<file path="config.mk">
export PLATFORM = sky130hd
export DESIGN_NAME = precompute_pipe
export DESIGN_NICKNAME = d
export VERILOG_FILES = /design/src/design/precompute_pkg.sv /design/src/design/precompute_pipe.sv /design/src/design/execute_stage.sv /design/src/design/operand_stage.sv /design/src/design/issue_stage.sv /design/src/design/alu.sv /design/src/design/reg_file.sv
export VERILOG_INCLUDE_DIRS = /design/src /design/src/design
export SDC_FILE = /design/constraint.sdc
export NUM_CORES = 1
export LEC_CHECK = 0
export BUFFER_PORTS_ARGS = -buffer_cell sky130_fd_sc_hd__buf_2
export CAP_MARGIN = 40
export CORE_ASPECT_RATIO = 0.75
export CORE_UTILIZATION = 55
export DETAILED_ROUTE_END_ITERATION = 7
export MAX_ROUTING_LAYER = met4
export PLACE_DENSITY_LB_ADDON = 0.08
export REMOVE_ABC_BUFFERS = 1
export SLEW_MARGIN = 20
export SYNTH_ARGS = -nofsm -noshare
export SYNTH_HDL_FRONTEND = slang
export SYNTH_SLANG_ARGS = --single-unit
</file>
<file path="constraint.sdc">
create_clock -name clk -period 9.45 [get_ports clk]
set_input_delay 0.945 -clock clk [delete_from_list [all_inputs] [get_ports clk]]
set_output_delay 0.945 -clock clk [all_outputs]
set_load 0.01 [all_outputs]
</file>
<file path="src/design/precompute_consts.svh">
//------------------------------------------------
// Precompute pipeline constants
// Widths, register count and opcode encodings
//------------------------------------------------
`ifndef PRECOMPUTE_CONSTS_SVH
`define PRECOMPUTE_CONSTS_SVH

`define PP_WORD_W    32 // Data word
`define PP_REG_W     3  // Register address
`define PP_NUM_REGS  8
`define PP_OP_W      4

// Opcode codes
`define PP_OP_AND    4'd0
`define PP_OP_NOT    4'd1
`define PP_OP_OR     4'd2
`define PP_OP_XOR    4'd3
`define PP_OP_ADD    4'd4
`define PP_OP_SUB    4'd5
`define PP_OP_MOV0   4'd6
`define PP_OP_MOV1   4'd7
`define PP_OP_MOVI   4'd8

`endif
</file>
<file path="src/design/precompute_pkg.sv">
//------------------------------------------------
// Precompute pipeline types
// Data words, instructions and bypass selects
//------------------------------------------------
`default_nettype none

`include "precompute_consts.svh"

package precompute_pkg;

  typedef logic [`PP_WORD_W-1:0] word_t;
  typedef logic [`PP_REG_W-1:0]  reg_t;

  typedef enum logic [`PP_OP_W-1:0] {
    OP_AND  = `PP_OP_AND,
    OP_NOT  = `PP_OP_NOT,
    OP_OR   = `PP_OP_OR,
    OP_XOR  = `PP_OP_XOR,
    OP_ADD  = `PP_OP_ADD,
    OP_SUB  = `PP_OP_SUB,
    OP_MOV0 = `PP_OP_MOV0,
    OP_MOV1 = `PP_OP_MOV1,
    OP_MOVI = `PP_OP_MOVI
  } opcode_t;

  // 13 bits, immediate travels separately
  typedef struct packed {
    reg_t    ra_1;
    reg_t    ra_0;
    reg_t    wa;
    opcode_t op;
  } inst_t;

  // Where an operand is taken from in S2
  typedef enum logic [1:0] {
    FWD_RF  = 2'd0, // Register file
    FWD_EXE = 2'd1, // S3 ALU output
    FWD_WB  = 2'd2  // S4 writeback register
  } fwd_sel_t;

endpackage

`default_nettype wire

</file>
<file path="src/design/precompute_pipe.sv">
//------------------------------------------------
// Precompute pipeline top
// Four stages with issue-time bypass selects,
// results 3 cycles after sampling
//------------------------------------------------
`timescale 1ns/1ns
`default_nettype none

module precompute_pipe import precompute_pkg::*; (
  input  logic    clk,
  input  logic    rst,
  input  logic    in_vld,
  input  reg_t    in_ra_0,
  input  reg_t    in_ra_1,
  input  reg_t    in_wa,
  input  opcode_t in_op,
  input  word_t   in_imm,
  output logic    out_vld,
  output reg_t    out_wa,
  output word_t   out_wdata
);

  // S1 contents
  logic     s1_vld;
  inst_t    s1_inst;
  word_t    s1_imm;
  fwd_sel_t s1_sel_0;
  fwd_sel_t s1_sel_1;

  // S2 contents, operands resolved
  logic     s2_vld;
  reg_t     s2_wa;
  opcode_t  s2_op;
  word_t    s2_imm;
  word_t    s2_opnd_0;
  word_t    s2_opnd_1;

  word_t    exe_result; // S3 bypass

  issue_stage u_issue_stage (
    .clk      (clk),
    .rst      (rst),
    .in_vld   (in_vld),
    .in_ra_0  (in_ra_0),
    .in_ra_1  (in_ra_1),
    .in_wa    (in_wa),
    .in_op    (in_op),
    .in_imm   (in_imm),
    .s2_vld   (s2_vld),   // Looked back for the compare
    .s2_wa    (s2_wa),
    .s1_vld   (s1_vld),
    .s1_inst  (s1_inst),
    .s1_imm   (s1_imm),
    .s1_sel_0 (s1_sel_0),
    .s1_sel_1 (s1_sel_1)
  );

  // Writeback outputs double as the register file write port
  operand_stage u_operand_stage (
    .clk        (clk),
    .rst        (rst),
    .s1_vld     (s1_vld),
    .s1_inst    (s1_inst),
    .s1_imm     (s1_imm),
    .s1_sel_0   (s1_sel_0),
    .s1_sel_1   (s1_sel_1),
    .exe_result (exe_result),
    .wb_vld     (out_vld),
    .wb_wa      (out_wa),
    .wb_wdata   (out_wdata),
    .s2_vld     (s2_vld),
    .s2_wa      (s2_wa),
    .s2_op      (s2_op),
    .s2_imm     (s2_imm),
    .s2_opnd_0  (s2_opnd_0),
    .s2_opnd_1  (s2_opnd_1)
  );

  execute_stage u_execute_stage (
    .clk        (clk),
    .rst        (rst),
    .s2_vld     (s2_vld),
    .s2_wa      (s2_wa),
    .s2_op      (s2_op),
    .s2_imm     (s2_imm),
    .s2_opnd_0  (s2_opnd_0),
    .s2_opnd_1  (s2_opnd_1),
    .exe_result (exe_result),
    .wb_vld     (out_vld),
    .wb_wa      (out_wa),
    .wb_wdata   (out_wdata)
  );

endmodule

`default_nettype wire

</file>
<file path="src/design/execute_stage.sv">
//------------------------------------------------
// Execute stage (S3) and writeback register (S4)
// ALU output is also the S3 bypass source
//------------------------------------------------
`timescale 1ns/1ns
`default_nettype none

module execute_stage import precompute_pkg::*; (
  input  logic    clk,
  input  logic    rst,
  input  logic    s2_vld,
  input  reg_t    s2_wa,
  input  opcode_t s2_op,
  input  word_t   s2_imm,
  input  word_t   s2_opnd_0,
  input  word_t   s2_opnd_1,
  output word_t   exe_result,
  output logic    wb_vld,
  output reg_t    wb_wa,
  output word_t   wb_wdata
);

  logic    s3_vld;
  reg_t    s3_wa;
  opcode_t s3_op;
  word_t   s3_imm;
  word_t   s3_opnd_0;
  word_t   s3_opnd_1;

  // Valid flags for S3 and S4
  always_ff @(posedge clk) begin
    if (rst) begin
      s3_vld <= 1'b0;
      wb_vld <= 1'b0;
    end else begin
      s3_vld <= s2_vld;
      wb_vld <= s3_vld;
    end
  end

  // S3 payload, operands already resolved
  always_ff @(posedge clk) begin
    if (s2_vld) begin
      s3_wa     <= s2_wa;
      s3_op     <= s2_op;
      s3_imm    <= s2_imm;
      s3_opnd_0 <= s2_opnd_0;
      s3_opnd_1 <= s2_opnd_1;
    end
  end

  alu u_alu (
    .op     (s3_op),
    .imm    (s3_imm),
    .opnd_0 (s3_opnd_0),
    .opnd_1 (s3_opnd_1),
    .result (exe_result)
  );

  always_ff @(posedge clk) begin
    if (s3_vld) begin
      wb_wa    <= s3_wa;
      wb_wdata <= exe_result; // Held in S4 for one cycle, then written
    end
  end

endmodule

`default_nettype wire

</file>
<file path="src/design/operand_stage.sv">
//------------------------------------------------
// Operand stage (S2)
// Register file read and bypass mux steered by
// the selects stored at issue
//------------------------------------------------
`timescale 1ns/1ns
`default_nettype none

module operand_stage import precompute_pkg::*; (
  input  logic     clk,
  input  logic     rst,
  input  logic     s1_vld,
  input  inst_t    s1_inst,
  input  word_t    s1_imm,
  input  fwd_sel_t s1_sel_0,
  input  fwd_sel_t s1_sel_1,
  input  word_t    exe_result,
  input  logic     wb_vld,
  input  reg_t     wb_wa,
  input  word_t    wb_wdata,
  output logic     s2_vld,
  output reg_t     s2_wa,
  output opcode_t  s2_op,
  output word_t    s2_imm,
  output word_t    s2_opnd_0,
  output word_t    s2_opnd_1
);

  inst_t    s2_inst;
  fwd_sel_t s2_sel_0;
  fwd_sel_t s2_sel_1;
  word_t    rf_rdata_0;
  word_t    rf_rdata_1;

  always_ff @(posedge clk) begin
    if (rst)
      s2_vld <= 1'b0;
    else
      s2_vld <= s1_vld;
  end

  always_ff @(posedge clk) begin
    if (s1_vld) begin
      s2_inst  <= s1_inst;
      s2_imm   <= s1_imm;
      s2_sel_0 <= s1_sel_0;
      s2_sel_1 <= s1_sel_1;
    end
  end

  reg_file u_reg_file (
    .clk     (clk),
    .rst     (rst),
    .ra_0    (s2_inst.ra_0),
    .ra_1    (s2_inst.ra_1),
    .rdata_0 (rf_rdata_0),
    .rdata_1 (rf_rdata_1),
    .wen     (wb_vld),   // S4 retires into the array
    .wa      (wb_wa),
    .wdata   (wb_wdata)
  );

  // Plain mux, no compares left at this point
  always_comb begin
    case (s2_sel_0)
      FWD_EXE: s2_opnd_0 = exe_result;
      FWD_WB:  s2_opnd_0 = wb_wdata;
      default: s2_opnd_0 = rf_rdata_0;
    endcase
    case (s2_sel_1)
      FWD_EXE: s2_opnd_1 = exe_result;
      FWD_WB:  s2_opnd_1 = wb_wdata;
      default: s2_opnd_1 = rf_rdata_1;
    endcase
  end

  assign s2_wa = s2_inst.wa;
  assign s2_op = s2_inst.op;

endmodule

`default_nettype wire

</file>
<file path="src/design/issue_stage.sv">
//------------------------------------------------
// Issue stage (S1)
// Samples the instruction and precomputes the
// bypass source of both operands
//------------------------------------------------
`timescale 1ns/1ns
`default_nettype none

module issue_stage import precompute_pkg::*; (
  input  logic     clk,
  input  logic     rst,
  input  logic     in_vld,
  input  reg_t     in_ra_0,
  input  reg_t     in_ra_1,
  input  reg_t     in_wa,
  input  opcode_t  in_op,
  input  word_t    in_imm,
  input  logic     s2_vld,
  input  reg_t     s2_wa,
  output logic     s1_vld,
  output inst_t    s1_inst,
  output word_t    s1_imm,
  output fwd_sel_t s1_sel_0,
  output fwd_sel_t s1_sel_1
);

  fwd_sel_t sel_0_nxt;
  fwd_sel_t sel_1_nxt;

  // S1 producer will sit in S3 when this one reads in S2, so it wins
  // S2 producer will sit in S4 by then
  // Anything older has already been written to the register file
  always_comb begin
    if (s1_vld && (s1_inst.wa == in_ra_0))
      sel_0_nxt = FWD_EXE;
    else if (s2_vld && (s2_wa == in_ra_0))
      sel_0_nxt = FWD_WB;
    else
      sel_0_nxt = FWD_RF;

    if (s1_vld && (s1_inst.wa == in_ra_1))
      sel_1_nxt = FWD_EXE;
    else if (s2_vld && (s2_wa == in_ra_1))
      sel_1_nxt = FWD_WB;
    else
      sel_1_nxt = FWD_RF;
  end

  always_ff @(posedge clk) begin
    if (rst)
      s1_vld <= 1'b0;
    else
      s1_vld <= in_vld; // One strobe per instruction
  end

  // Payload and selects only move on a real issue
  always_ff @(posedge clk) begin
    if (in_vld) begin
      s1_inst.ra_0 <= in_ra_0;
      s1_inst.ra_1 <= in_ra_1;
      s1_inst.wa   <= in_wa;
      s1_inst.op   <= in_op;
      s1_imm       <= in_imm;
      s1_sel_0     <= sel_0_nxt;
      s1_sel_1     <= sel_1_nxt;
    end
  end

endmodule

`default_nettype wire

</file>
<file path="src/design/alu.sv">
//------------------------------------------------
// ALU
// Combinational execution of the opcode set
//------------------------------------------------
`timescale 1ns/1ns
`default_nettype none

module alu import precompute_pkg::*; (
  input  opcode_t op,
  input  word_t   imm,
  input  word_t   opnd_0,
  input  word_t   opnd_1,
  output word_t   result
);

  always_comb begin
    case (op)
      OP_AND:  result = opnd_0 & opnd_1;
      OP_NOT:  result = ~opnd_0;          // Operand 1 ignored
      OP_OR:   result = opnd_0 | opnd_1;
      OP_XOR:  result = opnd_0 ^ opnd_1;
      OP_ADD:  result = opnd_0 + opnd_1;  // Wraps at 32 bits
      OP_SUB:  result = opnd_0 - opnd_1;
      OP_MOV0: result = opnd_0;
      OP_MOV1: result = opnd_1;
      OP_MOVI: result = imm;
      default: result = opnd_0;           // Unknown codes pass operand 0
    endcase
  end

endmodule

`default_nettype wire

</file>
<file path="src/design/reg_file.sv">
//------------------------------------------------
// Register file
// Eight words, two async reads, one write port
//------------------------------------------------
`timescale 1ns/1ns
`default_nettype none

`include "precompute_consts.svh"

module reg_file (
  input  logic                  clk,
  input  logic                  rst,
  input  logic [`PP_REG_W-1:0]  ra_0,
  input  logic [`PP_REG_W-1:0]  ra_1,
  output logic [`PP_WORD_W-1:0] rdata_0,
  output logic [`PP_WORD_W-1:0] rdata_1,
  input  logic                  wen,
  input  logic [`PP_REG_W-1:0]  wa,
  input  logic [`PP_WORD_W-1:0] wdata
);

  logic [`PP_WORD_W-1:0] regs [`PP_NUM_REGS];

  // Whole array cleared so every register reads zero after reset
  always_ff @(posedge clk) begin
    if (rst) begin
      for (int i = 0; i < `PP_NUM_REGS; i++)
        regs[i] <= '0;
    end else if (wen) begin
      regs[wa] <= wdata; // Write lands at the edge ending S4
    end
  end

  // No write-through, same-cycle producer comes in over FWD_WB
  assign rdata_0 = regs[ra_0];
  assign rdata_1 = regs[ra_1];

endmodule

`default_nettype wire

</file>
==> results of run 1 <==
cell families (layout without fill, tap and decap cells):
family / Yosys count / after routing / synth area share (%)
fa+ha+maj: 101 / 101 / 4.705
mux: 186 / 186 / 12.94
compound gates: 407 / 407 / 10.43
flops: 502 / 502 / 55.42
xor+xnor: 61 / 61 / 1.977
simple gates: 554 / 554 / 11.42
other cells: 0 / 1 / 0
buf+inv: 216 / 306 / 3.107
metrics by stage:
stage	instances	power [µW]
finish	2757	5048
global route	2756	5208
CTS	2753	5076
detailed placement	2665	3228
global placement	2657	3205
floorplan	1898	3033
cell usage after synthesis (5+ instances only):
| master | n |
|---|---|
| o21ai_0 | 79 |
| or3_1 | 5 |
| edfxtp_1 | 492 |
| o31ai_1 | 16 |
| a31oi_1 | 10 |
| a211oi_1 | 18 |
| o221ai_1 | 12 |
| nor2_1 | 70 |
| nor2b_1 | 12 |
| ha_1 | 100 |
| mux2i_1 | 32 |
| a221oi_1 | 55 |
| nand3b_1 | 5 |
| a211o_1 | 5 |
| xor2_1 | 13 |
| a21oi_1 | 91 |
| nand4_1 | 10 |
| dfxtp_1 | 10 |
| o211ai_1 | 33 |
| or2_2 | 10 |
| a221o_1 | 10 |
| o21a_1 | 5 |
| xnor2_1 | 48 |
| clkbuf_1 | 104 |
| a21o_1 | 12 |
| o211a_1 | 5 |
| a32oi_1 | 6 |
| mux4_2 | 128 |
| a22oi_1 | 14 |
| inv_1 | 87 |
| and2_1 | 263 |
| nor3_1 | 16 |
| a21boi_0 | 5 |
| mux2_2 | 26 |
| buf_2 | 22 |
| nand3_1 | 6 |
| nand2_1 | 105 |
| nand2b_1 | 29 |
area by class of cell:
cell class	count	area, µm²
Multi-Input combinational cell	1309	11260
Timing Repair Buffer	131	940.9
Fill cell	3671	18120
Antenna cell	1	2.502
Clock buffer	60	1289
Inverter	87	326.6
Clock inverter	28	188.9
Tap cell	639	799.5
Sequential cell	502	14990
per-layer routing:
metal | GRT usage [%] | vias to the layer above | share of wire (%)
li1 | - | 7883 | -
met1 | 41.84 | 9017 | 42
met2 | 48.87 | 664 | 49
met3 | 3.948 | 123 | 6.1
met4 | 9.511 | 0 | 2.9
met5 | - | - | 0
worst paths after layout:
check                                         startpoint                                      end  slack, ps
hold reg to reg     u_operand_stage.s2_imm[17]$_DFFE_PP_     u_execute_stage.s3_imm[17]$_DFFE_PP_        410
setup / recovery  u_execute_stage.s3_opnd_1[9]$_DFFE_PP_  u_execute_stage.s3_opnd_0[30]$_DFFE_PP_       4510
setup reg to reg  u_execute_stage.s3_opnd_1[9]$_DFFE_PP_  u_execute_stage.s3_opnd_0[30]$_DFFE_PP_       4510
hold / removal      u_operand_stage.s2_imm[17]$_DFFE_PP_     u_execute_stage.s3_imm[17]$_DFFE_PP_        410
registers in the layout, indices dropped and copies added, names as in the netlist, 4 cells and up, named ones only:
register / flops
u_issue_stage.s1_inst: 13
u_operand_stage.s2_op: 4
u_issue_stage.s1_imm: 32
u_execute_stage.s3_op: 4
u_operand_stage.s2_imm: 32
u_execute_stage.wb_wdata: 32
u_operand_stage.u_reg_file.regs: 256
u_operand_stage.s2_inst: 6
u_execute_stage.s3_opnd_0: 32
u_execute_stage.s3_imm: 32
u_execute_stage.s3_opnd_1: 32
power by group through the flow:
stage                     Combinational, µW  Clock, µW  Sequential, µW
final                                   563       1860            2620
after global routing                    604       1970            2640
after CTS                               560       1890            2620
after detailed placement                557          0            2670
after global placement                  529          0            2680
after floorplan                         351          0            2680
worst max-delay path, stage by stage (launching register included):
cell and delay [ps]:
edfxtp_1 470, or4_4 570, or3_4 370, nor4_4 340, nand2_1 300, o41ai_1 400
xnor2_1 110, ha_1 400, a21oi_1 250, o21ai_0 160, a31o_2 250, a21boi_0 180
a31oi_1 140, a21oi_1 260, mux2i_1 350, o31ai_1 120
==> reports/results.ini, run 1 <==
[status]
status = finished clean

[global_routing]
gr-total-overflow = 0
grt_antenna_before_repair = 0
grt_pass1_vias = 18010
grt_pass1_wl_um = 111600
grt_use_total_pct = 30.86
grt_max_degree = 70

[critical_path]
crit_type = flop to flop
critPathRequiredTime_ps = 9780
worstPathArrival_ps = 5270
startpoint_type = flop
cp_max_fo = 7
endpoint_kind = flop
ff2ff_path_depth = 15

[floorplanning]
pin_count = 84
core_mm2 = 0.04791
rows = 69
dieWidth_um = 257.9
die_y_um = 193.9
fp.dieArea_mm2 = 0.05002
initial_utilization_pct = 56.39

[route]
drc = 0
wl_um = 73230
first_pass_iters = 6
num_vias = 17690
post_drt_via_cell_ratio = 6.415
antenna_left = 0
drt_first_iter_violations = 1865
drt-wirelength-per-cell_um = 26.56

[timing]
tightestPinTransition_ps = 871.2
fmax_ghz = 0.2025
hold_ws_ps = 413.5
report.final.slew_viol_count = 0
setup_tns_ps = 0
fin_crit_sh_pct = 52.27
skew_ps = 11.19
rsz0062_at_grt = false
setup_violations = 0
slew_headroom_pct = 41.92
min_period_ps = 4939
hold_viol_final = 0
setup_ws_ps = 4511

[clock_network]
clk_pin_slew_ps = 70
clk-insertion-delay-late_ps = 610
cts_sinks = 502
post_cts_buffers = 0
ctsHoldBuffers = 0
cts_tree = built
cts_max_level = 2
postCtsResizedCells = 0
cts-root-buf = clkbuf_16
cts_inserted_buffers = 49
clockBufferDepth = 3

[power]
combinationalPowerShare_pct = 11.1
switchingPower_uw = 1247
vdd_ir_drop_max_uv = 164.6
p_int_uw = 3801
p_clk_share_pct = 36.9
static-leakage-power_uw = 0.01095
p_per_area_mw_per_mm2 = 169.4
swShare_pct = 24.71
seqPwrFrac_pct = 52.0

[logic_synthesis]
synthCells = 2027
synth_area_mm2 = 0.02702
ys_seq_elements = 502
synth-edff-count = 492
synth.avg_cell_area_um2 = 13.33
seq_area_frac_synth_pct = 55.42
synth_area_leaders = edfxtp_1, mux4_2, and2_1
synthArstFlopShare_pct = 0
ys_types = 76
yosysWarnings = 0
synth_top_area_share_pct = 54.68
yosys.area.top_type = edfxtp_1
yosys_most_used_dff = edfxtp_1

[finish]
utilization_pct = 62.19
mostFrequentLayoutCells = edfxtp_1, and2_1, mux4_2
layout_commonest_cell = edfxtp_1
nets = 2229
layout-drive-gt1-share_pct = 18.66
syn2layout_area_growth_pct = 10.29
design_area_mm2 = 0.02980

[place]
placement.io_buffers = 83
place_congestion = 0.8965
place_hpwl_um = 46440
placed_cell_area_mm2 = 0.02825
pre_cts_ws_ps = 4590

[run]
maxCapViolations = 0

[worst_hold_path]
hold_class = flop to flop
min_path_cells = 0

No activity file was read; power rests on OpenSTA's default activity.
==> run 2: changes to the inputs <==
Settings changed: ABC_AREA from default to 1.
Clock period 9.45 ns to 4.1 ns, I/O delays scaled along.
==> reports/results.ini, run 2 <==
[route]
first_pass_iters = 8
post_drt_via_cell_ratio = 6.092
wl_met3_um = 9690
drc = 1
top_layer_used = met4
antenna_left = 0
drt-wirelength-per-cell_um = 23.02
drt_first_iter_violations = 3190
num_vias = 24330
wl_met2_um = 40060
wl_um = 91930
wirelength_met1_um = 38080

[clock_network]
clk-insertion-delay-late_ps = 610
cts_sinks = 502
cts_inserted_buffers = 49
cts-root-buf = clkbuf_16
cts_tree = built
cts_max_level = 2
clk_pin_slew_ps = 70
clockBufferDepth = 3

[logic_synthesis]
ys_seq_elements = 502
synth_most_common_cell = nand2_1
yosys.area.top_type = edfxtp_1
ys_types = 49
synthTopCellsByCount = nand2_1, edfxtp_1, nor2_1
synth_area_mm2 = 0.02820
yosys_most_used_dff = edfxtp_1
synth-edff-count = 492
synthArstFlopShare_pct = 0
synth_top_area_share_pct = 52.40
synthCells = 3207
synth_area_leaders = edfxtp_1, nand2_1, nor2_1
synth.avg_cell_area_um2 = 8.792
seq_area_frac_synth_pct = 53.11
yosysWarnings = 0

[floorplanning]
die_y_um = 198.1
fp.dieArea_mm2 = 0.05218
dieWidth_um = 263.4
pin_count = 84
core_mm2 = 0.05037
initial_utilization_pct = 55.98
rows = 71

[worst_hold_path]
min_path_cells = 2
hold_class = primary input to flop
holdCritStartpoint = rst
hold_end = u_execute_stage.s3_vld$_SDFF_PP0_

[finish]
multiInputGateArea_mm2 = 0.01136
layout_commonest_cell = nand2_1
largest_reg_flops = 256
design_area_mm2 = 0.03187
nets = 3445
syn2layout_area_growth_pct = 13.02
regMostFlops = u_operand_stage.u_reg_file.regs
n_fill_cell = 4195
antenna_cells = 0
mostFrequentLayoutCells = nand2_1, edfxtp_1, nor2_1
seqCellArea_mm2 = 0.01500
layout-drive-gt1-share_pct = 10.31

[critical_path]
startpoint_type = flop
cp_max_fo = 4
critPathRequiredTime_ps = 4450
critPathLaunch = u_execute_stage.s3_opnd_1[0]$_DFFE_PP_
slowest_delay_ps = 410
crit_type = flop to flop
reg2reg_from = u_execute_stage.s3_opnd_1[0]$_DFFE_PP_
crit_chain = inv_2 > ha_2 > inv_1 > nor2_2 > nand4_1 > nor2_2 > buf_4 > nand4_1 > o21ai_2 > nand2_1 > xor2_1 > ha_1 > nand2_1 > nand2_1 > nor2_1 > nand2_1 > a21oi_1 > nand3_1 > nand3_4 > nand2_1 > nand3_1 > nand2_1 > nand2_1 > nand2_1
ff2ff_path_depth = 24
critPathSlowestCell = edfxtp_1
endpoint_kind = flop
critPathMostFrequentCell = nand2_1
worstPathArrival_ps = 4220
r2r_setup_slack_ps = 230
r2r-end = u_execute_stage.s3_opnd_1[29]$_DFFE_PP_

[timing]
skew_ps = 16.00
setup_violations = 0
fmax_ghz = 0.2583
hold_viol_final = 0
slew_headroom_pct = 42.24
rsz0062_at_grt = true
setup_ws_ps = 229.1
fin_crit_sh_pct = 94.41
report.final.slew_viol_count = 0
min_period_ps = 3871
setup_tns_ps = 0
tightestPinTransition_ps = 866.4

[place]
placement.io_buffers = 83
place_hpwl_um = 60650
placed_cell_area_mm2 = 0.02949
place_congestion = 0.9903
pre_cts_ws_ps = 22.75

[global_routing]
grt_use_total_pct = 35.92
gr-total-overflow = 0
grt_pass1_wl_um = 136800
grt_antenna_before_repair = 0
grt_max_degree = 110
grt_pass1_vias = 22910

[status]
status = finished with violations
failed_checks = design-rule violations

[power]
vdd_ir_drop_max_uv = 302.4
p_per_area_mw_per_mm2 = 397.0
static-leakage-power_uw = 0.01323
total_power_uw = 12650

[run]
maxCapViolations = 0

[run 2: layout make-up]
type,instances,area share [%]
Tap cell,657,2.580
Sequential cell,502,47.06
Clock buffer,60,4.103
Inverter,357,4.205
Clock inverter,31,1.209
Multi-Input combinational cell,2171,35.64
Timing Repair Buffer,215,5.206
[run 2: metrics by stage]
stage | util (%) | instances | hold slack [ps]
2_1_floorplan | - | 3030 | 400.3
3_3_place_gp | 58.33 | 3846 | 400.8
3_5_place_dp | 58.54 | 3852 | 404.5
4_1_cts | 62.68 | 3982 | 4.176
5_1_grt | 63.27 | 3993 | 25.09
6_report | 63.27 | 3993 | 22.94
[run 2: worst max-delay path by stage]
stage / depth (start not counted) / endpoint / slack, ps
after global routing: 20 / u_execute_stage.s3_opnd_0[28]$_DFFE_PP_ / -60
after global placement: 24 / u_execute_stage.s3_opnd_1[25]$_DFFE_PP_ / 70
after detailed placement: 23 / u_execute_stage.s3_opnd_1[25]$_DFFE_PP_ / 20
after floorplan: 6 / u_execute_stage.s3_opnd_0[1]$_DFFE_PP_ / -1900
final: 24 / u_execute_stage.s3_opnd_1[29]$_DFFE_PP_ / 230
after CTS: 24 / u_execute_stage.s3_opnd_1[25]$_DFFE_PP_ / 10
[run 2: what timing repair did]
item | in CTS | in global routing
endpoints found under the hold margin | 39 | 0
resized for setup | 1 | 58
hold buffers | 39 | 0
setup endpoints to repair | 2 | 38
setup buffers | 0 | 10
pin swaps | 0 | 12
[run 2: worst max-delay path, delay by kind of cell (launching register included)]
family / cells / cell delay [ps]
AND/OR/NAND/NOR: 16 / 1730
adder cells (fa/ha/maj): 2 / 560
flip-flops: 1 / 410
XOR/XNOR: 1 / 160
buffers and inverters: 3 / 310
AO/OA/AOI/OAI: 2 / 420
[run 2: cells by family after synthesis]
family                   Yosys count  share of synthesized area [%]
XOR/XNOR                          38                          1.180
adder cells (fa/ha/maj)          101                          4.509
AO/OA/AOI/OAI                    728                          14.94
buffers and inverters            534                          7.309
AND/OR/NAND/NOR                 1304                          18.96
flip-flops                       502                          53.11
[run 2: power breakdown]
part / total [µW] / switching [µW] / internal, µW
combinational: 1730 / 1180 / 549
clock: 4830 / 2050 / 2790
sequential: 6090 / 206 / 5880
total: 12700 / 3430 / 9220
[run 2: per-layer routing]
layer	global-route usage, %	up-vias
li1	-	11140
met1	49.23	11450
met2	53.02	1512
met3	5.634	232
met4	15.79	0
met5	-	-
